`src/logic/zhxpu_params.svh`:
```
`ifndef ZHXPU_PARAMS_SVH
`define ZHXPU_PARAMS_SVH

// Datapath width, shared by instructions, registers and data
`define ZHXPU_WORD_W 16

// General purpose registers
`define ZHXPU_REG_COUNT 8

// Memory sizes in words
`define ZHXPU_IMEM_DEPTH 256
`define ZHXPU_DMEM_DEPTH 256

`endif
```
`src/logic/zhxpu_pkg.sv`:
```
`default_nettype none
`include "zhxpu_params.svh"

package zhxpu_pkg;

	typedef logic [`ZHXPU_WORD_W-1:0] word_t;
	typedef logic [$clog2(`ZHXPU_REG_COUNT)-1:0] reg_addr_t;

	// Instruction bits 15:12
	typedef enum logic [3:0] {
		NOP  = 4'd0,
		ADD  = 4'd1,
		SUB  = 4'd2,
		AND  = 4'd3,
		OR   = 4'd4,
		ADDI = 4'd5,
		LI   = 4'd6,
		LW   = 4'd7,
		SW   = 4'd8,
		BNEZ = 4'd9,
		HALT = 4'd10
	} opcode_e;

	typedef enum logic [1:0] {
		IDLE,
		WAIT,
		DONE
	} mem_state_e;

endpackage

`default_nettype wire

```
`src/logic/decoder.sv`:
```
`timescale 1ns/1ps
`default_nettype none

module decoder (
	input wire zhxpu_pkg::word_t inst,
	output zhxpu_pkg::opcode_e opcode,
	output zhxpu_pkg::reg_addr_t rd,
	output zhxpu_pkg::reg_addr_t rs,
	output zhxpu_pkg::reg_addr_t rt,
	output zhxpu_pkg::word_t imm,
	output logic reg_write,
	output logic mem_read,
	output logic mem_write,
	output logic is_branch
);
	zhxpu_pkg::word_t imm6_sext;
	zhxpu_pkg::word_t imm9_sext;
	zhxpu_pkg::word_t imm9_zext;

	assign imm6_sext = zhxpu_pkg::word_t'($signed(inst[5:0]));
	assign imm9_sext = zhxpu_pkg::word_t'($signed(inst[8:0]));
	assign imm9_zext = zhxpu_pkg::word_t'(inst[8:0]);

	always_comb begin
		opcode = zhxpu_pkg::NOP;
		rd = inst[11:9];
		rs = inst[8:6];
		rt = inst[5:3];
		imm = '0;
		reg_write = 1'b0;
		mem_read = 1'b0;
		mem_write = 1'b0;
		is_branch = 1'b0;
		case (inst[15:12])
			zhxpu_pkg::ADD, zhxpu_pkg::SUB, zhxpu_pkg::AND, zhxpu_pkg::OR: begin
				opcode = zhxpu_pkg::opcode_e'(inst[15:12]);
				reg_write = 1'b1;
			end
			zhxpu_pkg::ADDI: begin
				opcode = zhxpu_pkg::ADDI;
				imm = imm6_sext;
				reg_write = 1'b1;
			end
			zhxpu_pkg::LI: begin
				opcode = zhxpu_pkg::LI;
				imm = imm9_zext;
				reg_write = 1'b1;
			end
			zhxpu_pkg::LW: begin
				opcode = zhxpu_pkg::LW;
				imm = imm6_sext;
				reg_write = 1'b1;
				mem_read = 1'b1;
			end
			zhxpu_pkg::SW: begin
				opcode = zhxpu_pkg::SW;
				imm = imm6_sext;
				mem_write = 1'b1;
				// Store data comes from rd on the second read port
				rt = inst[11:9];
			end
			zhxpu_pkg::BNEZ: begin
				opcode = zhxpu_pkg::BNEZ;
				imm = imm9_sext;
				is_branch = 1'b1;
				// Tested register goes out as op1
				rs = inst[11:9];
			end
			zhxpu_pkg::HALT: begin
				opcode = zhxpu_pkg::HALT;
			end
			default: begin
				opcode = zhxpu_pkg::NOP;
			end
		endcase
	end

endmodule

`default_nettype wire

```
`config.mk`:
```
export PLATFORM = sky130hd
export DESIGN_NAME = decoder
export DESIGN_NICKNAME = d
export VERILOG_FILES = /design/src/logic/zhxpu_pkg.sv /design/src/logic/decoder.sv
export VERILOG_INCLUDE_DIRS = /design/src /design/src/logic
export SDC_FILE = /design/constraint.sdc
export NUM_CORES = 1
export LEC_CHECK = 0
export BUFFER_PORTS_ARGS = -buffer_cell sky130_fd_sc_hd__buf_4
export CAP_MARGIN = 20
export CORE_AREA = 2 2 39 41
export DETAILED_ROUTE_END_ITERATION = 7
export DIE_AREA = 0 0 41 43
export PLACE_DENSITY = 0.81
export SLEW_MARGIN = 5
export SYNTH_ARGS = -nofsm -noshare
export SYNTH_HDL_FRONTEND = slang
export SYNTH_SLANG_ARGS = --single-unit
```
`constraint.sdc`:
```
create_clock -name vclk -period 1.4
set_input_delay 0 -clock vclk [all_inputs]
set_output_delay 0 -clock vclk [all_outputs]
set_load 0.02 [all_outputs]
```
==> impl_metrics.env <==
export IMPL_period_share_pct=79.93
export IMPL_leakage_nw=0.3765
export IMPL_maxCapViolations=0
export IMPL_grt_overflow=0
export IMPL_power_total_w=0.0002733
export IMPL_cts_setup_buffers=0
export IMPL_nFlopsAndLatches=0
export IMPL_ctsHoldBuffers=0
export IMPL_drv_slew=0
export IMPL_io_pins=49
export IMPL_worst_pin_slew_ps=385.1
export IMPL_die_w_um=41
export IMPL_diodes=0
export IMPL_syn_cell_area_um2=426.7
export IMPL_wl_mm=1.246
export IMPL_maxSlewHeadroom_pct=74.22
export IMPL_route_antenna_remaining_nets=0
export IMPL_setup_violations=0
export IMPL_routedWlPerCell_um=11.64
export IMPL_synth_fp_nets=71
export IMPL_antenna_found_initial=0
export IMPL_drt_first_pass_iters=5
export IMPL_finalSetupTns_ps=0
export IMPL_grt_pass1_vias=405
export IMPL_num_vias=502
export IMPL_ys_seq_area_share_pct=0
export IMPL_grt_max_degree=14
export IMPL_cp_end_kind="output port"
export IMPL_die_area_mm2=0.001763
export IMPL_seq_area_um2=0
export IMPL_cts_resized=0
export IMPL_period_needed_ps=1119
export IMPL_num_fill_cells=144
export IMPL_n_clock_buffer=0
export IMPL_hold_path_class="in -> out"
export IMPL_synth_cell_types=24
export IMPL_drive_gt1_share_pct=64.84
export IMPL_syn2layout_area_growth_pct=67.74
export IMPL_grt_pass1_wl_mm=1.697
export IMPL_yosysWarnings=0
export IMPL_avgSynthCellArea_um2=7.757
export IMPL_core_mm2=0.001384
export IMPL_cp_required_ps=1400
export IMPL_cp_max_fo=13
export IMPL_arrival_ps=1120
export IMPL_start_kind="primary input"
export IMPL_fmax_mhz=893.7
export IMPL_vias_per_cell=4.692
export IMPL_fin_util_pct=51.72
export IMPL_die_h_um=43
export IMPL_final_nets=109
export IMPL_p_per_area_mw_per_mm2=381.8
export IMPL_rows=14
export IMPL_status="completed"
export IMPL_place_congestion=0.7524
export IMPL_rsz0062_at_grt="no"
export IMPL_drc=0
export IMPL_initial_core_util_pct=30.83
export IMPL_finalHoldViolations=0
export IMPL_drt_iter0_drc=8
export IMPL_hold_slack_ps=217.1
export IMPL_ir_drop_v=0.0001480
export IMPL_worstSetupPathType="in -> out"
export IMPL_grt_usage_pct=12.69
export IMPL_syn_inst=55
export IMPL_hpwlAfterDp_mm=1.043
export IMPL_numPortBuffers=49
[cell usage in the layout, fill, tap and decap left out]
cell,n
and2_4,1
mux2_1,3
nand2b_1,1
or2_2,1
o21ai_0,3
a31oi_1,1
nand3_1,2
nor2_1,3
nor4b_4,1
and2_1,8
and2b_1,1
and4bb_2,1
and3_2,1
and2_2,1
a21oi_1,1
nand2_1,5
nor3b_4,1
a32oi_1,3
mux2_4,3
a21o_1,1
buf_4,49
[critical path, cell delays in order]
cell	delay (ps)
buf_4	160
nor4b_4	430
mux2_1	370
buf_4	160
[cell families (layout without fill, tap and decap cells)]
kind of cell / count (synthesis) / after routing / synth area share, %
buffers and inverters: 13 / 49 / 23.16
AND/OR/NAND/NOR: 27 / 27 / 44.29
AO/OA/AOI/OAI: 9 / 9 / 14.08
multiplexers: 6 / 6 / 18.47
[metrics by stage]
stage	worst slack, ps	instance area (um^2)	instances
3_5_place_dp	280.2	715.7	107
6_report	281.0	715.7	107
3_3_place_gp	288.6	715.7	107
2_1_floorplan	205.8	426.7	55
5_1_grt	228.9	715.7	107
4_1_cts	282.0	715.7	107
[area by class of cell]
type               count  area, um^2  share of cell area, %
multi-input cells     42       327.8                  45.80
well taps             16       20.02                  2.797
repair buffers        49       367.9                  51.40
[power by group]
part,internal (W),switching (W)
clock network,0,0
logic,0.000130,0.000143
registers,0,0
total,0.000130,0.000143
[routing by layer]
| metal | wire length [um] | up-vias | share of wire (%) | GRT usage, % |
|---|---|---|---|---|
| met2 | 627 | 30 | 50 | 23.75 |
| met3 | 140 | 0 | 11 | 1.047 |
| li1 | - | 256 | - | - |
| met1 | 477 | 216 | 38 | 15.51 |
| met5 | 0 | - | 0 | 0 |
| met4 | 0 | 0 | 0 | 0 |
[final timing paths]
check / from / endpoint / slack [ps] / cells after the start
max: inst[12] / rt[1] / 280 / 4
min: inst[11] / rd[2] / 220 / 2
[synth_stat cells (all sizes together)]
cell,instances,area [um^2]
or2,1,6.260
mux2,6,78.82
and2,10,66.32
nand3,2,10.01
and2b,1,7.510
o21ai,3,15.01
a21o,1,7.510
nor4b,1,23.77
and3,1,7.510
clkbuf,1,3.750
a32oi,3,26.28
buf,12,95.08
and4bb,1,12.51
a31oi,1,6.260
nor2,3,11.26
a21oi,1,5.000
nor3b,1,18.77
nand2,5,18.77
nand2b,1,6.260
No activity file was read; power rests on OpenSTA's default activity.
