<file path="src/logic/zhxpu_params.svh">
`ifndef ZHXPU_PARAMS_SVH
`define ZHXPU_PARAMS_SVH

// Datapath width, shared by instructions, registers and data
`define ZHXPU_WORD_W 16

// General purpose registers
`define ZHXPU_REG_COUNT 8

// Memory sizes in words
`define ZHXPU_IMEM_DEPTH 256
`define ZHXPU_DMEM_DEPTH 256

`endif
</file>
<file path="src/logic/zhxpu_pkg.sv">
`default_nettype none
`include "zhxpu_params.svh"

package zhxpu_pkg;

	typedef logic [`ZHXPU_WORD_W-1:0] word_t;
	typedef logic [$clog2(`ZHXPU_REG_COUNT)-1:0] reg_addr_t;

	// Instruction bits 15:12
	typedef enum logic [3:0] {
		NOP  = 4'd0,
		ADD  = 4'd1,
		SUB  = 4'd2,
		AND  = 4'd3,
		OR   = 4'd4,
		ADDI = 4'd5,
		LI   = 4'd6,
		LW   = 4'd7,
		SW   = 4'd8,
		BNEZ = 4'd9,
		HALT = 4'd10
	} opcode_e;

	typedef enum logic [1:0] {
		IDLE,
		WAIT,
		DONE
	} mem_state_e;

endpackage

`default_nettype wire

</file>
<file path="src/logic/fetch_stage.sv">
`timescale 1ns/1ps
`default_nettype none
`include "zhxpu_params.svh"

module fetch_stage (
	input wire clk,
	input wire reset,
	input wire boot_en,
	input wire boot_we,
	input wire zhxpu_pkg::word_t boot_addr,
	input wire zhxpu_pkg::word_t boot_data,
	input wire hold,
	input wire halted,
	input wire redirect,
	input wire zhxpu_pkg::word_t redirect_pc,
	output zhxpu_pkg::word_t id_pc,
	output zhxpu_pkg::word_t id_inst,
	output logic id_valid
);
	localparam int IMEM_AW = $clog2(`ZHXPU_IMEM_DEPTH);

	zhxpu_pkg::word_t imem [`ZHXPU_IMEM_DEPTH];
	zhxpu_pkg::word_t pc;
	zhxpu_pkg::word_t if_inst;
	logic freeze;

	assign if_inst = imem[pc[IMEM_AW-1:0]];
	// Nothing moves after HALT
	assign freeze = hold || halted;

	always_ff @(posedge clk) begin
		if (boot_en && boot_we) begin
			imem[boot_addr[IMEM_AW-1:0]] <= boot_data;
		end
	end

	always_ff @(posedge clk) begin
		if (reset || boot_en) begin
			pc <= '0;
		end else if (redirect) begin
			pc <= redirect_pc;
		end else if (!freeze) begin
			pc <= pc + zhxpu_pkg::word_t'(1);
		end
	end

	// IF/ID register
	always_ff @(posedge clk) begin
		if (reset || boot_en || redirect) begin
			id_valid <= 1'b0;
		end else if (!freeze) begin
			id_valid <= 1'b1;
		end
	end

	always_ff @(posedge clk) begin
		if (!freeze) begin
			id_pc <= pc;
			id_inst <= if_inst;
		end
	end

endmodule

`default_nettype wire

</file>
<file path="config.mk">
export PLATFORM = sky130hd
export DESIGN_NAME = fetch_stage
export DESIGN_NICKNAME = d
export VERILOG_FILES = /design/src/logic/zhxpu_pkg.sv /design/src/logic/fetch_stage.sv
export VERILOG_INCLUDE_DIRS = /design/src /design/src/logic
export SDC_FILE = /design/constraint.sdc
export NUM_CORES = 2
export LEC_CHECK = 0
export BUFFER_PORTS_ARGS = -buffer_cell sky130_fd_sc_hd__clkbuf_2
export CORE_MARGIN = 10
export CORE_UTILIZATION = 50
export DETAILED_ROUTE_END_ITERATION = 8
export PLACE_DENSITY = 0.65
export SKIP_CTS_REPAIR_TIMING = 1
export SYNTH_ARGS = -nofsm -noshare
export SYNTH_HDL_FRONTEND = slang
export SYNTH_SLANG_ARGS = --single-unit
</file>
<file path="constraint.sdc">
create_clock -name clk -period 7 [get_ports clk]
set_input_delay 0.35 -clock clk [delete_from_list [all_inputs] [get_ports clk]]
set_output_delay 0.35 -clock clk [all_outputs]
set_load 0.03 [all_outputs]
</file>
==> results.txt <==
CP peak stage delay = 1.07 ns
Max Freq = 200 MHz
VDD IR max = 202 uV
num ports = 88
first-pass GRT wire length = 635000 um
Total GRT Usage = 0.263
placed cell count = 11600
initial antenna violation count = 27
Max-Slew Margin vs Limit = 0.0751
Setup WS post-layout = 2.00 ns
CP max-delay cell = dfxtp_4
initial core utilization = 0.502
Avg WL per Cell = 36.9 um
Max Cap Viol = 0
period utilization = 0.715
vias in the first global route = 80300
Net Switching = 10.8 mW
Final Critical Period = 5.00 ns
Crit path buffers/inverters = 1
DP HPWL = 266000 um
CP Launch Type = flip-flop
clock buffer depth = 4
Post-Route WL = 457000 um
status = complete, no violations
Finished Layout Cells = 12400
Crit Path Class = reg2reg
synthesized flop and latch total = 4145
hold slack final = 0.00221 ns
sw frac = 0.212
Power Internal = 40.0 mW
fin. max-slew vios = 0
CTS sink cnt = 4145
Post-Synthesis Cells = 7328
number of synthesis warnings = 0
final net count = 7904
CTS tree = yes
Syn Nets = 7384
# rows = 207
vias per inst = 6.62
DR vias = 82000
EDFF count, synth = 4128
top-count cell post-synth = edfxtp_1
Logic pwr share = 0.040
Iter 0 DRT Violations = 12600
Core Footprint = 318000 um^2
PortBufs = 79
Cell Chain, Critical Path = buf_12 -> mux4_2 -> a22o_1 -> a221oi_1 -> o22ai_1 -> a211oi_1 -> or4_1 -> nand3_1
synthesized area = 159000 um^2
syn avg cell area = 21.7 um^2
Pre-antenna DRT Iters = 6
total CTS buffers = 405
share of cells above drive strength 1 = 0.256
Seq/Total Area, Yosys = 0.780
Worst setup EP type = flip-flop
Yosys top cell by area = edfxtp_1
unrepaired setup endpoints after global routing = no
Pwr Density = 282 nW/um^2
share of the synthesized area in the top cell type = 0.778
library cells used by synthesis = 72
CP arrival = 5.69 ns
Setup-failing EPs final = 0
Clock Pin Slew Worst Setup and Hold Paths = 0.06 ns
ys async rst share = 0
Die H = 584 um
die width = 584 um
Die ar. = 342000 um^2
CTS H-tree lvls = 5
worst slack, placed = 2.12 ns
antenna-violating nets left = 0
Clk pwr share = 0.421
DRC viols = 0
Worst EP required = 7.68 ns
Fin Clk Skew = 0.0570 ns
Synth area leaders = edfxtp_1 (78%), mux4_2 (13%), mux2i_1 (2.4%)
Critical Path Fanout Max = 75
family with the most delay on the worst path = compound AO/OA/AOI/OAI gates
Slew @ Worst Pin = 1.39 ns
root buf cell = clkbuf_16
worst skew pair latency = 0.98 ns
Routability Congestion = 0.887
Reg2Reg Setup Slack = 2.00 ns
area delta synth->final = 13.1%
leakage power = 54.8 nW
hold crit path type = in2reg
final core occ = 0.567
grt ovf = 0
largest net degree at the start of global routing = 184
top_reg_cell synth = edfxtp_1
Synth top cells by count = edfxtp_1 (4128), mux4_2 (889), mux2i_1 (374), nor2_1 (357), clkbuf_1 (196)
share of power burned in registers = 0.539
Fin. Hold Viols = 0
Setup TNS = 0 ns
==> routing by layer <==
| layer | vias to the layer above | global-route usage | share of wire |
|---|---|---|---|
| met1 | 43700 | 0.365 | 0.37 |
| met4 | 6 | 0.117 | 0.053 |
| met2 | 5252 | 0.400 | 0.46 |
| met3 | 998 | 0.0644 | 0.12 |
| met5 | - | 0 | 0.000090 |
| li1 | 32100 | - | - |
==> stage by stage <==
step / cell area [um^2] / power [mW]
floorplan: 159000 / 28.8
global placement: 167000 / 29.8
detailed placement: 167000 / 29.9
CTS: 180000 / 51.0
global route: 180000 / 52.0
finish: 180000 / 50.8
==> registers in the layout (all words and copies together), names as in the netlist <==
name and cells:
id_valid 1, imem 4096, id_inst 16, pc 16
id_pc 16
==> power groups by stage <==
stage	clock network, mW	registers (mW)	logic, mW
finish	21.4	27.4	2.01
global route	22.6	27.4	2.08
CTS	21.6	27.4	1.97
detailed placement	0	27.9	1.97
global placement	0	27.9	1.92
floorplan	0	27.9	0.933
==> cell usage in the layout (no fill, tap or decap), types with 14 or more instances in the layout <==
| cell | n |
|---|---|
| buf_12 | 38 |
| a21oi_1 | 151 |
| nor3_1 | 24 |
| nor2_2 | 91 |
| a211oi_1 | 20 |
| clkbuf_2 | 63 |
| o211ai_1 | 28 |
| o22ai_1 | 39 |
| nand4_1 | 22 |
| mux4_2 | 889 |
| a22oi_1 | 156 |
| dlygate4sd3_1 | 45 |
| edfxtp_1 | 4128 |
| bufinv_16 | 34 |
| buf_4 | 395 |
| diode_2 | 19 |
| nand2_1 | 117 |
| clkbuf_16 | 409 |
| nand3_1 | 79 |
| a31oi_1 | 35 |
| mux2i_1 | 374 |
| nor2b_1 | 14 |
| clkinv_1 | 98 |
| o21ai_0 | 83 |
| a221oi_1 | 117 |
| clkinv_2 | 73 |
| nor2_1 | 261 |
| o221ai_1 | 36 |
| clkbuf_1 | 97 |
| a22o_1 | 30 |
==> logic make-up (layout without fill, tap and decap cells) <==
kind of cell,after synthesis,count (layout),synth area share
xor+xnor,14,14,0.000770
flops,4145,4145,0.780
simple gates,681,681,0.0185
fa+ha+maj,1,1,0.0000785
compound gates,760,760,0.0335
other cells,0,19,0
buf+inv,450,1303,0.0157
mux,1277,1277,0.151
==> path summary, 6_finish.rpt <==
check,startpoint,end,cells past startpoint
max,pc[0],id_inst[2],8
min,boot_data[4],imem[59][4],1
max reg2reg,pc[0],id_inst[2],8
min reg2reg,pc[14],id_pc[14],0
==> cell type report <==
type,instances,area [um^2]
fill,23000,137000
antenna,19,47.5
clock inverter,232,2290
multi-input combinational,2733,32900
clock buffer,508,10600
timing repair buffer,557,4720
inverter,6,32.5
sequential,4145,124000
tap,4180,5230
(Power assumes the default switching activity.)
