===== src/logic/zhxpu_params.svh =====
`ifndef ZHXPU_PARAMS_SVH
`define ZHXPU_PARAMS_SVH

// Datapath width, shared by instructions, registers and data
`define ZHXPU_WORD_W 16

// General purpose registers
`define ZHXPU_REG_COUNT 8

// Memory sizes in words
`define ZHXPU_IMEM_DEPTH 256
`define ZHXPU_DMEM_DEPTH 256

`endif

===== src/logic/zhxpu_pkg.sv =====
`default_nettype none
`include "zhxpu_params.svh"

package zhxpu_pkg;

	typedef logic [`ZHXPU_WORD_W-1:0] word_t;
	typedef logic [$clog2(`ZHXPU_REG_COUNT)-1:0] reg_addr_t;

	// Instruction bits 15:12
	typedef enum logic [3:0] {
		NOP  = 4'd0,
		ADD  = 4'd1,
		SUB  = 4'd2,
		AND  = 4'd3,
		OR   = 4'd4,
		ADDI = 4'd5,
		LI   = 4'd6,
		LW   = 4'd7,
		SW   = 4'd8,
		BNEZ = 4'd9,
		HALT = 4'd10
	} opcode_e;

	typedef enum logic [1:0] {
		IDLE,
		WAIT,
		DONE
	} mem_state_e;

endpackage

`default_nettype wire


===== src/logic/register_file.sv =====
`timescale 1ns/1ps
`default_nettype none
`include "zhxpu_params.svh"

module register_file (
	input wire clk,
	input wire reset,
	input wire zhxpu_pkg::reg_addr_t read_addr1,
	input wire zhxpu_pkg::reg_addr_t read_addr2,
	output zhxpu_pkg::word_t read_value1,
	output zhxpu_pkg::word_t read_value2,
	input wire write_en,
	input wire zhxpu_pkg::reg_addr_t write_addr,
	input wire zhxpu_pkg::word_t write_value
);
	zhxpu_pkg::word_t regs [`ZHXPU_REG_COUNT];

	always_ff @(posedge clk) begin
		if (reset) begin
			for (int i = 0; i < `ZHXPU_REG_COUNT; i++) begin
				regs[i] <= '0;
			end
		end else if (write_en) begin
			regs[write_addr] <= write_value;
		end
	end

	// Write-through so the next instruction sees this cycle's result
	assign read_value1 = (write_en && write_addr == read_addr1) ? write_value : regs[read_addr1];
	assign read_value2 = (write_en && write_addr == read_addr2) ? write_value : regs[read_addr2];

endmodule

`default_nettype wire


===== config.mk =====
export PLATFORM = sky130hd
export DESIGN_NAME = register_file
export DESIGN_NICKNAME = d
export VERILOG_FILES = /design/src/logic/zhxpu_pkg.sv /design/src/logic/register_file.sv
export VERILOG_INCLUDE_DIRS = /design/src /design/src/logic
export SDC_FILE = /design/constraint.sdc
export NUM_CORES = 1
export LEC_CHECK = 0
export BUFFER_PORTS_ARGS = -buffer_cell sky130_fd_sc_hd__buf_2
export CORE_ASPECT_RATIO = 0.5
export CORE_MARGIN = 2
export CORE_UTILIZATION = 40
export CTS_CLUSTER_DIAMETER = 200
export DETAILED_ROUTE_END_ITERATION = 7
export PLACE_DENSITY = 0.56
export SLEW_MARGIN = 20
export SYNTH_ARGS = -nofsm -noshare
export SYNTH_HDL_FRONTEND = slang
export SYNTH_SLANG_ARGS = --single-unit

===== constraint.sdc =====
create_clock -name clk -period 2.1 [get_ports clk]
set_input_delay 0.42 -clock clk [delete_from_list [all_inputs] [get_ports clk]]
set_output_delay 0.42 -clock clk [all_outputs]
set_load 0.01 [all_outputs]

==> results of run 1 <==
## final cells by class
| class | count | area [µm²] | area share (%) |
|---|---|---|---|
| diodes | 1 | 2.50 | 0.0270 |
| clock buffers | 17 | 425 | 4.59 |
| clock inverters | 14 | 190 | 2.05 |
| multi-input cells | 285 | 3380 | 36.5 |
| flip-flops and latches | 128 | 3840 | 41.5 |
| well taps | 240 | 300 | 3.24 |
| repair buffers | 98 | 1120 | 12.1 |
## metal layers
metal | track usage [%] | part of all wire (%)
met1 | 31.3 | 43
met2 | 36.9 | 48
met3 | 4.72 | 7.7
met4 | 5.49 | 0.56
met5 | 0 | 0.073
## layout by cell type (no fill, tap or decap), drive strengths merged, types with 5 or more instances in the layout
cell and instances:
xnor2 6, buf 98, clkinv 5, clkbuf 17, and2 128, mux4 64, edfxtp 128, mux2 64
nor2 6, or2 8
## path summary, 6_finish.rpt
check	end	slack (ns)	cells past startpoint
min	regs[1][4]	0.41	2
max	read_value1[2]	-0.32	4
## critical path, cell delays in order, from the launching register on
cell and delay (ns):
edfxtp_1 0.43, mux4_2 0.50, mux2_4 0.27, mux2_4 0.27, buf_6 0.12
## cell usage after synthesis
cell and n:
buf_6 9, nor3_1 1, mux2_4 11, nor3_2 1
mux4_1 60, buf_4 1, or2_2 8, or3b_2 1
clkbuf_1 19, nand3b_1 1, buf_2 3, nand2b_1 2
nand2_1 1, nor2_1 6, mux4_2 4, and2_1 128
xnor2_1 6, edfxtp_1 128, mux2_2 53, nand4_1 2
## what timing repair did
item                       in CTS  in global routing
setup endpoints to repair      32                 32
gates resized for setup       105                  9
cloned                          4                  0
pin swaps                       0                  0
## report_power, final
group / internal, mW / total (mW) / switching (mW)
Clock: 1.98 / 3.09 / 1.12
Sequential: 2.98 / 3.06 / 0.0817
Combinational: 0.789 / 1.32 / 0.534
## kinds of logic (layout without fill, tap and decap cells)
logic type                count (synthesis)  after routing  synth area share (%)
buffers and inverters                    32            129                  2.62
other                                     0              1                     0
DFF                                     128            128                  51.6
muxes                                   128            128                  32.6
and+or+nand+nor                         151            151                  12.5
xor gates and xnor gates                  6              6                 0.705
==> impl_metrics.py, run 1 <==
metrics = {
    "setup_path": {
        "cp-end-kind": "output pin",
        "cp.arrival_ns": 2.00,
        "cp.required_ns": 1.68,
        "crit_start": "regs[7][2]",
        "cp_max_fo": 2,
        "worstSetupPathType": "flip-flop to output pin",
        "crit_path_start_kind": "flip-flop",
    },
    "floorplan": {
        "die_area_um2": 19800,
        "fp-row-count": 35,
        "die_y_um": 101,
        "dieWidth_um": 197,
        "core_um2": 18300,
        "start_util_pct": 40.6,
        "io_pins": 60,
    },
    "logic_synthesis": {
        "ys_top_cells_by_area": "edfxtp_1 (52%), mux4_1 (21%), and2_1 (11%)",
        "synth_area_um2": 7450,
        "ys_seq_area_share_pct": 51.6,
        "yosysTopAreaCellShare_pct": 51.6,
        "synth_area_per_cell_um2": 16.7,
        "ys_ff_latch": 128,
        "syn_inst": 445,
        "synth.net_count": 473,
        "yosysTopAreaCell": "edfxtp_1",
        "ys_types": 20,
        "yosysWarnings": 0,
    },
    "clock_tree": {
        "numClockSinks": 128,
        "ctsRootBufferMaster": "clkbuf_16",
        "tritoncts": "yes",
        "htreeDepth": 4,
        "postCtsSetupBuffers": 0,
        "ctsHoldBuffers": 0,
        "path_clk_slew_ns": 0.06,
        "cts-buffers-inserted": 17,
        "clk_path_buf_depth": 2,
    },
    "layout": {
        "largest_register": "regs",
        "reg_top3": "regs: 128 flops",
        "postLayoutCellArea_um2": 9260,
        "largest_reg_flops": 128,
        "drive_gt1_share_pct": 49.4,
        "fillCellCount": 1539,
        "layout.cells.non_filler": 783,
        "area_delta_synth_final_pct": 24.3,
        "final_core_util_pct": 50.5,
        "fin_nets": 558,
    },
    "sta": {
        "slew_headroom_pct": 79.8,
        "finalCriticalPeriod_ns": 2.42,
        "worst_pin_slew_ns": 0.303,
        "finalCritPeriodShare_pct": 115,
        "timing.hold.ws_ns": 0.412,
        "rsz0062_at_grt": "yes",
        "finalSetupViolations": 32,
        "layout_setup_ws_ns": -0.316,
        "fmax_mhz": 414,
        "maxSlewViolCount": 0,
        "hold_violations": 0,
        "fin_tns_setup_ns": -8.72,
    },
    "min_path": {
        "hold_path_class": "input pin to flip-flop",
        "min_from": "write_value[4]",
    },
    "placed_design": {
        "dp.cells": 747,
        "post_dp_cell_area_um2": 8300,
        "io_buffers": 59,
        "place_hpwl_um": 12600,
        "pre_cts_ws_ns": -0.445,
        "gp_congestion": 0.796,
    },
    "power": {
        "cellLeakagePower_nw": 3.54,
        "irDropWorstVdd_v": 0.000581,
        "power.total_mw": 7.48,
        "powerDensity_nw_per_um2": 807,
    },
    "route": {
        "ant_nets": 0,
        "drcViolationCount": 0,
        "wl_per_cell_um": 26.4,
        "via_count": 4299,
        "drt_iter0_markers": 359,
        "routed_wl_um": 20600,
        "drt_pre_antenna_iters": 4,
        "post_drt_via_cell_ratio": 5.49,
    },
    "global_routing": {
        "grt_max_degree": 25,
        "antenna_found_initial": 2,
        "grt_pass1_wl_um": 31100,
        "grt-ovfl-total": 0,
        "grt_pass1_vias": 4722,
        "grtUsageTotal_pct": 22.6,
    },
    "status": {
        "status": "finished with violations",
        "violations": "setup timing",
    },
    "run": {
        "drv_cap": 0,
    },
}
(Power assumes the default switching activity.)
==> run 2, diff against run 1 <==
--- a/config.mk
+++ b/config.mk
@@ -7,13 +7,15 @@
 export NUM_CORES = 1
 export LEC_CHECK = 0
 export BUFFER_PORTS_ARGS = -buffer_cell sky130_fd_sc_hd__buf_2
+export CAP_MARGIN = 30
 export CORE_ASPECT_RATIO = 0.5
 export CORE_MARGIN = 2
 export CORE_UTILIZATION = 40
 export CTS_CLUSTER_DIAMETER = 200
 export DETAILED_ROUTE_END_ITERATION = 7
 export PLACE_DENSITY = 0.56
-export SLEW_MARGIN = 20
+export SKIP_LAST_GASP = 1
+export SLEW_MARGIN = 0
 export SYNTH_ARGS = -nofsm -noshare
 export SYNTH_HDL_FRONTEND = slang
 export SYNTH_SLANG_ARGS = --single-unit
==> impl_metrics.py, run 2 (same netlist as run 1, synthesis figures left out) <==
metrics = {
    "floorplan": {
        "dieWidth_um": 197,
        "io_pins": 60,
        "die_y_um": 101,
        "fp-row-count": 35,
        "start_util_pct": 40.6,
        "core_um2": 18300,
        "die_area_um2": 19800,
    },
    "layout": {
        "fin_nets": 558,
        "drive_gt1_share_pct": 49.4,
        "layout.cells.non_filler": 783,
        "final_cell_mix": "and2_1 (128), edfxtp_1 (128), mux4_2 (64)",
        "largest_reg_flops": 128,
        "largest_register": "regs",
        "fillCellCount": 1539,
        "reg_top3": "regs: 128 flops",
        "multi_input_area_um2": 3380,
        "area_delta_synth_final_pct": 24.2,
        "regArea_um2": 3840,
    },
    "power": {
        "p_clk_share_pct": 41.5,
        "powerDensity_nw_per_um2": 809,
        "p_switching_mw": 1.75,
        "combPwrFrac_pct": 17.7,
        "cellLeakagePower_nw": 3.53,
        "irDropWorstVdd_v": 0.000585,
        "pwr-share-seq_pct": 40.8,
        "internal-power_mw": 5.74,
        "p_sw_share_pct": 23.3,
    },
    "clock_tree": {
        "cts-buffers-inserted": 17,
        "postCtsSetupBuffers": 0,
        "numClockSinks": 128,
        "path_clk_slew_ns": 0.06,
        "htreeDepth": 4,
        "ctsRootBufferMaster": "clkbuf_16",
        "clk_path_buf_depth": 2,
        "ctsHoldBuffers": 0,
        "tritoncts": "yes",
    },
    "route": {
        "ant_nets": 0,
        "drt_pre_antenna_iters": 5,
        "drcViolationCount": 0,
        "post_drt_via_cell_ratio": 5.61,
        "wl_per_cell_um": 26.6,
        "drt_iter0_markers": 374,
        "routed_wl_um": 20800,
        "via_count": 4391,
    },
    "setup_path": {
        "cp.required_ns": 1.68,
        "worstSetupPathType": "flip-flop to output pin",
        "cp-end-kind": "output pin",
        "cp.arrival_ns": 2.00,
        "cp_max_fo": 2,
        "crit_path_start_kind": "flip-flop",
    },
    "sta": {
        "worst_pin_slew_ns": 0.299,
        "fmax_mhz": 414,
        "finalCriticalPeriod_ns": 2.42,
        "slew_headroom_pct": 80.1,
        "hold_violations": 0,
        "maxSlewViolCount": 0,
        "layout_setup_ws_ns": -0.316,
        "finalSetupViolations": 32,
        "finalCritPeriodShare_pct": 115,
        "timing.hold.ws_ns": 0.405,
        "rsz0062_at_grt": "yes",
    },
    "min_path": {
        "min_from": "write_value[14]",
        "hold_path_class": "input pin to flip-flop",
        "min_to": "regs[6][14]",
        "holdPathStages": 2,
    },
    "placed_design": {
        "gp_congestion": 0.796,
        "dp.cells": 747,
        "place_hpwl_um": 12600,
        "io_buffers": 59,
    },
    "status": {
        "violations": "setup timing",
        "status": "finished with violations",
    },
    "global_routing": {
        "grt_max_degree": 25,
        "antenna_found_initial": 2,
        "grt_pass1_wl_um": 31100,
        "grt_pass1_vias": 4724,
        "grtUsageTotal_pct": 22.6,
        "grt-ovfl-total": 0,
    },
    "run": {
        "drv_cap": 0,
    },
}
## run 2: routing by layer
metal,vias up,share of wire [%],global-route usage (%)
met5,-,0.067,0
met4,2,1.2,5.67
met3,25,4.9,4.82
met2,119,48,36.7
met1,2338,46,31.3
li1,1907,-,-
## run 2: worst max path at each step
| stage | from | end | slack [ns] | depth (start not counted) |
|---|---|---|---|---|
| after global routing | regs[6][2] | read_value1[2] | -0.36 | 4 |
| after floorplan | read_addr1[0] | read_value1[2] | -0.06 | 5 |
| final | regs[7][2] | read_value1[2] | -0.32 | 4 |
| after CTS | regs[6][2] | read_value1[2] | -0.34 | 4 |
| after global placement | read_addr2[0] | read_value2[11] | -0.44 | 6 |
| after detailed placement | read_addr2[0] | read_value2[11] | -0.45 | 6 |
## run 2: critical path, cell delays in order (launching register included)
cell and delay (ns):
edfxtp_1 0.43, mux4_2 0.50, mux2_4 0.27, mux2_4 0.26, buf_6 0.12
## run 2: power by group through the flow
stage | registers [mW] | clock network (mW) | logic (mW)
final | 3.06 | 3.11 | 1.32
after global routing | 3.08 | 3.26 | 1.40
after CTS | 3.06 | 3.14 | 1.31
after detailed placement | 3.10 | 0 | 1.08
after global placement | 3.10 | 0 | 1.08
after floorplan | 3.06 | 0 | 0.703
## run 2: metrics by stage
stage	setup TNS (ns)	worst slack, ns	utilization [%]	instance area [µm²]	power (mW)
2_1_floorplan	-1.30	-0.0574	-	7500	3.77
6_report	-8.84	-0.316	50.5	9260	7.49
5_1_grt	-10.53	-0.360	50.5	9260	7.73
3_3_place_gp	-11.95	-0.445	45.3	8300	4.18
4_1_cts	-9.37	-0.340	50.2	9220	7.50
3_5_place_dp	-12.08	-0.445	45.3	8300	4.19
## run 2: what timing repair did
| action | in CTS | in global routing |
|---|---|---|
| hold endpoints to repair | 0 | 0 |
| setup endpoints to repair | 32 | 32 |
| gates cloned | 4 | 0 |
| resized for setup | 95 | 19 |
## run 2: layout make-up
class / count / share of cell area [%]
Multi-Input combinational cell: 285 / 36.5
Clock buffer: 17 / 4.60
Antenna cell: 1 / 0.0270
Timing Repair Buffer: 98 / 12.0
Tap cell: 240 / 3.24
Clock inverter: 14 / 2.05
Sequential cell: 128 / 41.5
