==> config.mk <==
export PLATFORM = sky130hd
export DESIGN_NAME = execute_stage
export DESIGN_NICKNAME = d
export VERILOG_FILES = /design/src/logic/zhxpu_pkg.sv /design/src/logic/execute_stage.sv /design/src/logic/alu.sv
export VERILOG_INCLUDE_DIRS = /design/src /design/src/logic
export SDC_FILE = /design/constraint.sdc
export NUM_CORES = 1
export LEC_CHECK = 0
export CAP_MARGIN = 20
export CORE_ASPECT_RATIO = 0.75
export CORE_MARGIN = 4
export CORE_UTILIZATION = 41
export CTS_BUF_LIST = sky130_fd_sc_hd__clkbuf_8
export CTS_CLUSTER_SIZE = 12
export DETAILED_ROUTE_END_ITERATION = 8
export DONT_BUFFER_PORTS = 1
export HOLD_SLACK_MARGIN = 0.03
export PLACE_DENSITY = 0.67
export SYNTH_ARGS = -nofsm -noshare
export SYNTH_HDL_FRONTEND = slang
export SYNTH_HIERARCHICAL = 1
export SYNTH_SLANG_ARGS = --single-unit
==> constraint.sdc <==
create_clock -name clk -period 6.25 [get_ports clk]
set_clock_uncertainty 0.2 [all_clocks]
set_input_delay 0.625 -clock clk [delete_from_list [all_inputs] [get_ports clk]]
set_output_delay 0.625 -clock clk [all_outputs]
set_load 0.01 [all_outputs]
==> src/logic/zhxpu_params.svh <==
`ifndef ZHXPU_PARAMS_SVH
`define ZHXPU_PARAMS_SVH

// Datapath width, shared by instructions, registers and data
`define ZHXPU_WORD_W 16

// General purpose registers
`define ZHXPU_REG_COUNT 8

// Memory sizes in words
`define ZHXPU_IMEM_DEPTH 256
`define ZHXPU_DMEM_DEPTH 256

`endif
==> src/logic/zhxpu_pkg.sv <==
`default_nettype none
`include "zhxpu_params.svh"

package zhxpu_pkg;

	typedef logic [`ZHXPU_WORD_W-1:0] word_t;
	typedef logic [$clog2(`ZHXPU_REG_COUNT)-1:0] reg_addr_t;

	// Instruction bits 15:12
	typedef enum logic [3:0] {
		NOP  = 4'd0,
		ADD  = 4'd1,
		SUB  = 4'd2,
		AND  = 4'd3,
		OR   = 4'd4,
		ADDI = 4'd5,
		LI   = 4'd6,
		LW   = 4'd7,
		SW   = 4'd8,
		BNEZ = 4'd9,
		HALT = 4'd10
	} opcode_e;

	typedef enum logic [1:0] {
		IDLE,
		WAIT,
		DONE
	} mem_state_e;

endpackage

`default_nettype wire

==> src/logic/execute_stage.sv <==
`timescale 1ns/1ps
`default_nettype none

module execute_stage (
	input wire clk,
	input wire reset,
	input wire boot_en,
	input wire id_valid,
	input wire zhxpu_pkg::word_t id_pc,
	input wire zhxpu_pkg::opcode_e opcode,
	input wire zhxpu_pkg::reg_addr_t rd,
	input wire zhxpu_pkg::word_t imm,
	input wire reg_write,
	input wire mem_read,
	input wire mem_write,
	input wire is_branch,
	input wire zhxpu_pkg::word_t read_value1,
	input wire zhxpu_pkg::word_t read_value2,
	output logic need_to_work,
	output logic mem_we,
	output zhxpu_pkg::word_t mem_addr,
	output zhxpu_pkg::word_t mem_wdata,
	input wire work_done,
	input wire zhxpu_pkg::word_t mem_rdata,
	output logic hold,
	output logic redirect,
	output zhxpu_pkg::word_t redirect_pc,
	output logic halted,
	output logic wb_valid,
	output zhxpu_pkg::reg_addr_t wb_addr,
	output zhxpu_pkg::word_t wb_value
);
	zhxpu_pkg::opcode_e ex_opcode;
	zhxpu_pkg::reg_addr_t ex_rd;
	zhxpu_pkg::word_t ex_pc;
	zhxpu_pkg::word_t ex_imm;
	zhxpu_pkg::word_t ex_value1;
	zhxpu_pkg::word_t ex_value2;
	logic ex_valid;
	logic ex_reg_write;
	logic ex_mem_read;
	logic ex_mem_write;
	logic ex_is_branch;
	logic req_gap;
	logic active;
	logic mem_op;
	zhxpu_pkg::word_t alu_op2;
	zhxpu_pkg::word_t alu_res;
	logic alu_zero;

	// ID/EXE register
	always_ff @(posedge clk) begin
		if (reset || boot_en || redirect) begin
			ex_valid <= 1'b0;
		end else if (!hold) begin
			ex_valid <= id_valid;
		end
	end

	always_ff @(posedge clk) begin
		if (!hold) begin
			ex_opcode <= opcode;
			ex_rd <= rd;
			ex_pc <= id_pc;
			ex_imm <= imm;
			ex_value1 <= read_value1;
			ex_value2 <= read_value2;
			ex_reg_write <= reg_write;
			ex_mem_read <= mem_read;
			ex_mem_write <= mem_write;
			ex_is_branch <= is_branch;
		end
	end

	// req_gap forces need_to_work low for a cycle between accesses
	always_ff @(posedge clk) begin
		if (reset) begin
			halted <= 1'b0;
			req_gap <= 1'b0;
		end else begin
			req_gap <= work_done;
			if (active && ex_opcode == zhxpu_pkg::HALT) begin
				halted <= 1'b1;
			end
		end
	end

	assign active = ex_valid && !halted;
	assign mem_op = active && (ex_mem_read || ex_mem_write);

	always_comb begin
		case (ex_opcode)
			zhxpu_pkg::ADD, zhxpu_pkg::SUB, zhxpu_pkg::AND, zhxpu_pkg::OR: begin
				alu_op2 = ex_value2;
			end
			default: begin
				alu_op2 = ex_imm;
			end
		endcase
	end

	alu alu_inst (
		.opcode(ex_opcode),
		.op1(ex_value1),
		.op2(alu_op2),
		.res(alu_res),
		.zero(alu_zero)
	);

	assign need_to_work = mem_op && !req_gap;
	assign mem_we = ex_mem_write;
	assign mem_addr = alu_res;
	assign mem_wdata = ex_value2;
	assign hold = mem_op && !work_done;

	// Branch taken when the tested register is nonzero
	assign redirect = active && ex_is_branch && !alu_zero;
	assign redirect_pc = ex_pc + ex_imm + zhxpu_pkg::word_t'(1);

	assign wb_valid = active && ex_reg_write && (!ex_mem_read || work_done);
	assign wb_addr = ex_rd;
	assign wb_value = ex_mem_read ? mem_rdata : alu_res;

endmodule

`default_nettype wire

==> src/logic/alu.sv <==
`timescale 1ns/1ps
`default_nettype none

module alu (
	input wire zhxpu_pkg::opcode_e opcode,
	input wire zhxpu_pkg::word_t op1,
	input wire zhxpu_pkg::word_t op2,
	output zhxpu_pkg::word_t res,
	output logic zero
);
	always_comb begin
		case (opcode)
			// Loads and stores add their offset here too
			zhxpu_pkg::ADD, zhxpu_pkg::ADDI, zhxpu_pkg::LW, zhxpu_pkg::SW: begin
				res = op1 + op2;
			end
			zhxpu_pkg::SUB: begin
				res = op1 - op2;
			end
			zhxpu_pkg::AND: begin
				res = op1 & op2;
			end
			zhxpu_pkg::OR: begin
				res = op1 | op2;
			end
			zhxpu_pkg::LI: begin
				res = op2;
			end
			default: begin
				res = '0;
			end
		endcase
	end

	assign zero = (op1 == '0);

endmodule

`default_nettype wire

==> results of run 1 <==
layout by cell type, fill, tap and decap left out, drive strengths merged, types with 4 or more instances in the layout:
cell / count
edfxtp: 75
ha: 33
nor2: 33
mux2: 32
a21oi: 31
o21ai: 26
xnor2: 24
nand2: 24
a21o: 22
inv: 18
xor2: 13
buf: 12
nand3: 10
a22oi: 9
clkbuf: 9
nor3: 7
nor2b: 7
nand2b: 6
o31ai: 6
o21a: 6
nor4: 6
or4: 5
nand4: 4
a211oi: 4
o211ai: 4
routing by layer:
layer	vias to the layer above	GRT usage	wire, um
li1	1848	-	-
met1	1885	0.279	6600
met2	220	0.287	6130
met3	27	0.0577	1400
met4	2	0.0649	310
met5	-	0	12
state kept, by name, indices dropped and copies added (netlist names):
| register | count |
|---|---|
| ex_valid | 1 |
| ex_pc | 16 |
| mem_wdata | 16 |
| halted | 1 |
| wb_addr | 3 |
| req_gap | 1 |
| ex_opcode | 4 |
| ex_reg_write | 1 |
| mem_we | 1 |
| ex_value1 | 16 |
| ex_imm | 16 |
| ex_is_branch | 1 |
| ex_mem_read | 1 |
cell families (layout without fill, tap and decap cells):
logic type,Yosys count,in the layout,share of synthesized area
AOI/OAI and AO/OA,139,139,0.185
xor gates and xnor gates,37,37,0.0624
DFF,78,78,0.445
buffers and inverters,35,46,0.0258
muxes,32,32,0.0701
adders and majority gates,35,35,0.0872
and+or+nand+nor,121,121,0.125
path summary, 6_finish.rpt:
kind	from	to	slack, ns	cells past startpoint
worst max-delay path	ex_opcode[0]	wb_value[15]	0.29	16
worst min-delay path	reset	req_gap	0.12	1
worst max register to register	ex_mem_read	ex_imm[0]	3.04	4
worst min register to register	ex_valid	halted	0.36	2
stage by stage:
step | total power [uW] | instance area (um2) | worst slack [ns] | utilization | instances
global placement | 1110 | 5410 | 0.653 | 0.438 | 635
CTS | 1550 | 5630 | 0.139 | 0.456 | 651
finish | 1540 | 5670 | 0.293 | 0.459 | 654
detailed placement | 1120 | 5410 | 0.561 | 0.438 | 635
global route | 1630 | 5670 | 0.0419 | 0.459 | 654
floorplan | 1010 | 5190 | 1.06 | - | 477
critical path, delay by kind of cell, from the launching register on:
kind	cells	cell delay, ns
buffers and inverters	1	0.21
xor gates and xnor gates	2	0.35
and+or+nand+nor	7	2.15
muxes	2	0.63
AOI/OAI and AO/OA	3	0.59
adders and majority gates	1	0.32
DFF	1	0.50
area by class of cell:
class | count | area share
inverter | 18 | 0.0121
timing repair buffer | 12 | 0.0165
clock inverter | 7 | 0.0172
clock buffer | 9 | 0.0218
multi-input combinational | 364 | 0.488
tap | 166 | 0.0366
sequential | 78 | 0.408
report_power, final:
part | internal (uW) | switching, uW | total (uW)
Sequential | 608 | 33.5 | 641
Clock | 226 | 197 | 423
Combinational | 186 | 292 | 478
repair_timing:
action,in CTS,in global routing
endpoints found under the setup margin,0,8
buffers inserted,0,3
gates resized for setup,0,4
==> impl_metrics.json, run 1 <==
{
  "grt_overflow": 0,
  "viasPerCell": 6.09,
  "cts.clk_slew.worst_paths_ns": 0.09,
  "relSlewSlack": 0.347,
  "wl_per_cell_um": 22.1,
  "cp-start-kind": "flop",
  "slowest_delay_ns": 0.57,
  "cp.arrival_ns": 5.13,
  "synth_edf_count": 75,
  "endpoint_kind": "output pin",
  "first_iter_violations": 362,
  "numCtsBuffers": 9,
  "drc_errors": 0,
  "start_util": 0.421,
  "core_um2": 12300,
  "yosys-top-cells-count": "edfxtp_1, ha_1, mux2_2",
  "synth_cell_types": 64,
  "num_vias": 3982,
  "synth_top_area_share": 0.434,
  "die_w_um": 138,
  "place.gp.congestion": 0.924,
  "max_cap_viol_count": 0,
  "grt_pass1_wl_um": 22100,
  "tightest_slew_ns": 0.976,
  "worstSetupPathType": "reg2out",
  "avgSynthCellArea_um2": 10.9,
  "grt_usage": 0.197,
  "antenna_cells": 0,
  "totalWireLength_um": 14500,
  "dp_hpwl_um": 11100,
  "die_h_um": 105,
  "clock_latency_ns": 0.36,
  "cts_tree": "yes",
  "multi_input_area_um2": 2770,
  "rsz0062_at_grt": "no",
  "ff_latch_area_um2": 2310,
  "htreeDepth": 3,
  "ys_ff_latch": 78,
  "cts-root-buf": "clkbuf_8",
  "status": "finished, final reports clean",
  "std_cell_rows": 35,
  "slew_violations": 0,
  "drtPass1Iterations": 5,
  "dieArea_um2": 14600,
  "setup_viol": 0,
  "synth.yosys.seq_area_share": 0.445,
  "async_flop_share": 0,
  "synthFlopType": "edfxtp_1",
  "synth_largest_area_cell": "edfxtp_1",
  "synth.net_count": 608,
  "hold_violations": 0,
  "antenna_found_initial": 1,
  "cp_slowest_cell": "or4_4",
  "drive_above_1_share": 0.160,
  "syn_inst": 477,
  "cts_sinks": 78,
  "period_share": 0.953,
  "post-synth-top-count-cell": "edfxtp_1",
  "postCtsHoldBufs": 0,
  "required_ns": 5.42,
  "peakVddDrop_uv": 163,
  "max_freq_ghz": 0.168,
  "synth.area.top_cells": "edfxtp_1, ha_1, mux2_2",
  "ios": 169,
  "ant_nets": 0,
  "p_leak_uw": 0.00224,
  "cp_max_fo": 12,
  "io_buffers": 0,
  "clock_path_buffers": 2,
  "crit_chain": "nor2_1 -> xor2_1 -> nor2_4 -> buf_6 -> mux2_2 -> or4_4 -> or4_4 -> o31ai_1 -> xor2_1 -> ha_1 -> nand4_1 -> o2bb2ai_1 -> a31o_2 -> or4_1 -> nand3_1 -> mux2_2",
  "grt_pass1_vias": 4005,
  "holdWs_ns": 0.122,
  "area_growth_pct": 9.15,
  "grt_max_degree": 49,
  "fillers": 1189,
  "fin_tns_setup_ns": 0,
  "hold_path.class": "in2reg",
  "p_per_area_nw_per_um2": 272,
  "syn_area_um2": 5190,
  "nets": 614,
  "yosysWarnings": 6,
  "period_needed_ns": 5.96
}
No activity file was read; power rests on OpenSTA's default activity.
==> inputs of run 2 (changes only) <==
- PLACE_DENSITY: 0.67 -> 0.61
- SETUP_SLACK_MARGIN: not set -> 0.15
==> impl_metrics.json, run 2 (same netlist as run 1, synthesis figures left out) <==
{
  "clock_path_buffers": 2,
  "io_buffers": 0,
  "nets": 621,
  "first_iter_violations": 305,
  "start_util": 0.421,
  "rsz0062_at_grt": "no",
  "wl_per_cell_um": 21.8,
  "totalWireLength_um": 14400,
  "p_per_area_nw_per_um2": 265,
  "postCtsHoldBufs": 0,
  "cts_tree": "yes",
  "cts-root-buf": "clkbuf_8",
  "p_leak_uw": 0.00227,
  "setup_viol": 0,
  "cp.arrival_ns": 5.02,
  "dp_cells": 636,
  "hold_violations": 0,
  "ant_nets": 0,
  "final_common_cell": "edfxtp_1",
  "fin_tns_setup_ns": 0,
  "drc_errors": 0,
  "cts.clk_slew.worst_paths_ns": 0.08,
  "period_needed_ns": 5.84,
  "cp_num_buf_inv": 3,
  "peakVddDrop_uv": 116,
  "crit_family": "simple AND/OR/NAND/NOR gates",
  "viasPerCell": 6.06,
  "grt_max_degree": 76,
  "grt_overflow": 0,
  "max_cap_viol_count": 0,
  "cts_sinks": 78,
  "endpoint_kind": "output pin",
  "dieArea_um2": 14600,
  "cpMostUsedCell": "xor2_1",
  "core_um2": 12300,
  "antenna_found_initial": 2,
  "slowest_delay_ns": 0.49,
  "grt_pass1_wl_um": 22000,
  "die_h_um": 105,
  "die_w_um": 138,
  "relSlewSlack": 0.305,
  "std_cell_rows": 35,
  "ios": 169,
  "crit_chain": "nor2_1 -> xor2_1 -> nor2_4 -> buf_4 -> mux2_2 -> inv_1 -> ha_1 -> nand3b_1 -> o31ai_1 -> xor2_1 -> ha_1 -> and4_1 -> a2bb2oi_1 -> nand3_1 -> o31ai_1 -> xor2_1 -> o21ai_0 -> buf_4 -> mux2_2",
  "clock_latency_ns": 0.37,
  "cp_slowest_cell": "edfxtp_1",
  "required_ns": 5.42,
  "hold_path.class": "in2reg",
  "place.gp.congestion": 0.919,
  "slew_violations": 0,
  "num_vias": 4003,
  "drive_above_1_share": 0.172,
  "mostFrequentLayoutCells": "edfxtp_1, ha_1, mux2_2, nor2_1, a21oi_1",
  "worstSetupPathType": "reg2out",
  "cp_max_fo": 8,
  "grt_pass1_vias": 3916,
  "status": "finished, final reports clean",
  "finalNonFillerCells": 661,
  "grt_usage": 0.197,
  "area_growth_pct": 9.95,
  "htreeDepth": 3,
  "dp_hpwl_um": 10800,
  "antenna_cells": 0,
  "tightest_slew_ns": 1.04,
  "period_share": 0.935,
  "numCtsBuffers": 9,
  "max_freq_ghz": 0.171,
  "final_util": 0.463,
  "cp-start-kind": "flop",
  "drtPass1Iterations": 6
}
[run 2: cell types whose count changed in the layout (fill, tap and decap cells not counted), sizes merged]
cell and change:
buf +7, clkinv +2, bufinv -1, clkinvlp -1
[run 2: power breakdown]
part | leakage (uW) | total (uW) | internal, uW | switching, uW
logic | 0.00136 | 484 | 191 | 293
registers | 0.000814 | 640 | 608 | 32.3
clock network | 0.0000972 | 387 | 185 | 202
total | 0.00227 | 1510 | 984 | 527
[run 2: cell type report]
cell class	instances	area, um2
clock buffers	9	124
clock inverters	7	72.6
fillers	1155	6640
inverters	18	68.8
multi-input cells	364	2780
flip-flops and latches	78	2310
well taps	166	208
repair buffers	19	146
[run 2: worst reg2reg max path, delay by kind of cell (launching register included)]
family / cells / cell delay (ns)
AOI/OAI and AO/OA: 1 / 0.37
and+or+nand+nor: 1 / 0.16
buffers and inverters: 2 / 0.78
DFF: 1 / 0.77
[run 2: path summary, 6_finish.rpt]
check                    start      endpoint  slack (ns)  depth (start not counted)
setup / recovery  ex_opcode[1]  wb_value[12]        0.41                         19
hold / removal           reset       req_gap        0.12                          1
setup reg to reg   ex_mem_read      ex_pc[4]        3.56                          4
hold reg to reg       ex_valid        halted        0.34                          2
[run 2: metrics by stage]
step                      power [uW]  setup WS, ns  hold WS, ns  instance area (um2)
final                           1510         0.406        0.121                 5710
after global routing            1610         0.146       0.0992                 5710
after CTS                       1510         0.243        0.111                 5630
after detailed placement        1120         0.554        0.324                 5420
after global placement          1120         0.633        0.290                 5420
after floorplan                 1010          1.06        0.271                 5190
[run 2: repair_timing]
action / 4_1_cts / 5_1_grt
setup buffers: 0 / 9
setup endpoints to repair: 4 / 6
resized for setup: 2 / 4
pin swaps: 0 / 1
[run 2: metal layers]
metal / track usage / routed length (um)
met5: 0 / 26
met4: 0.0536 / 174
met3: 0.0658 / 1300
met2: 0.290 / 6180
met1: 0.277 / 6750
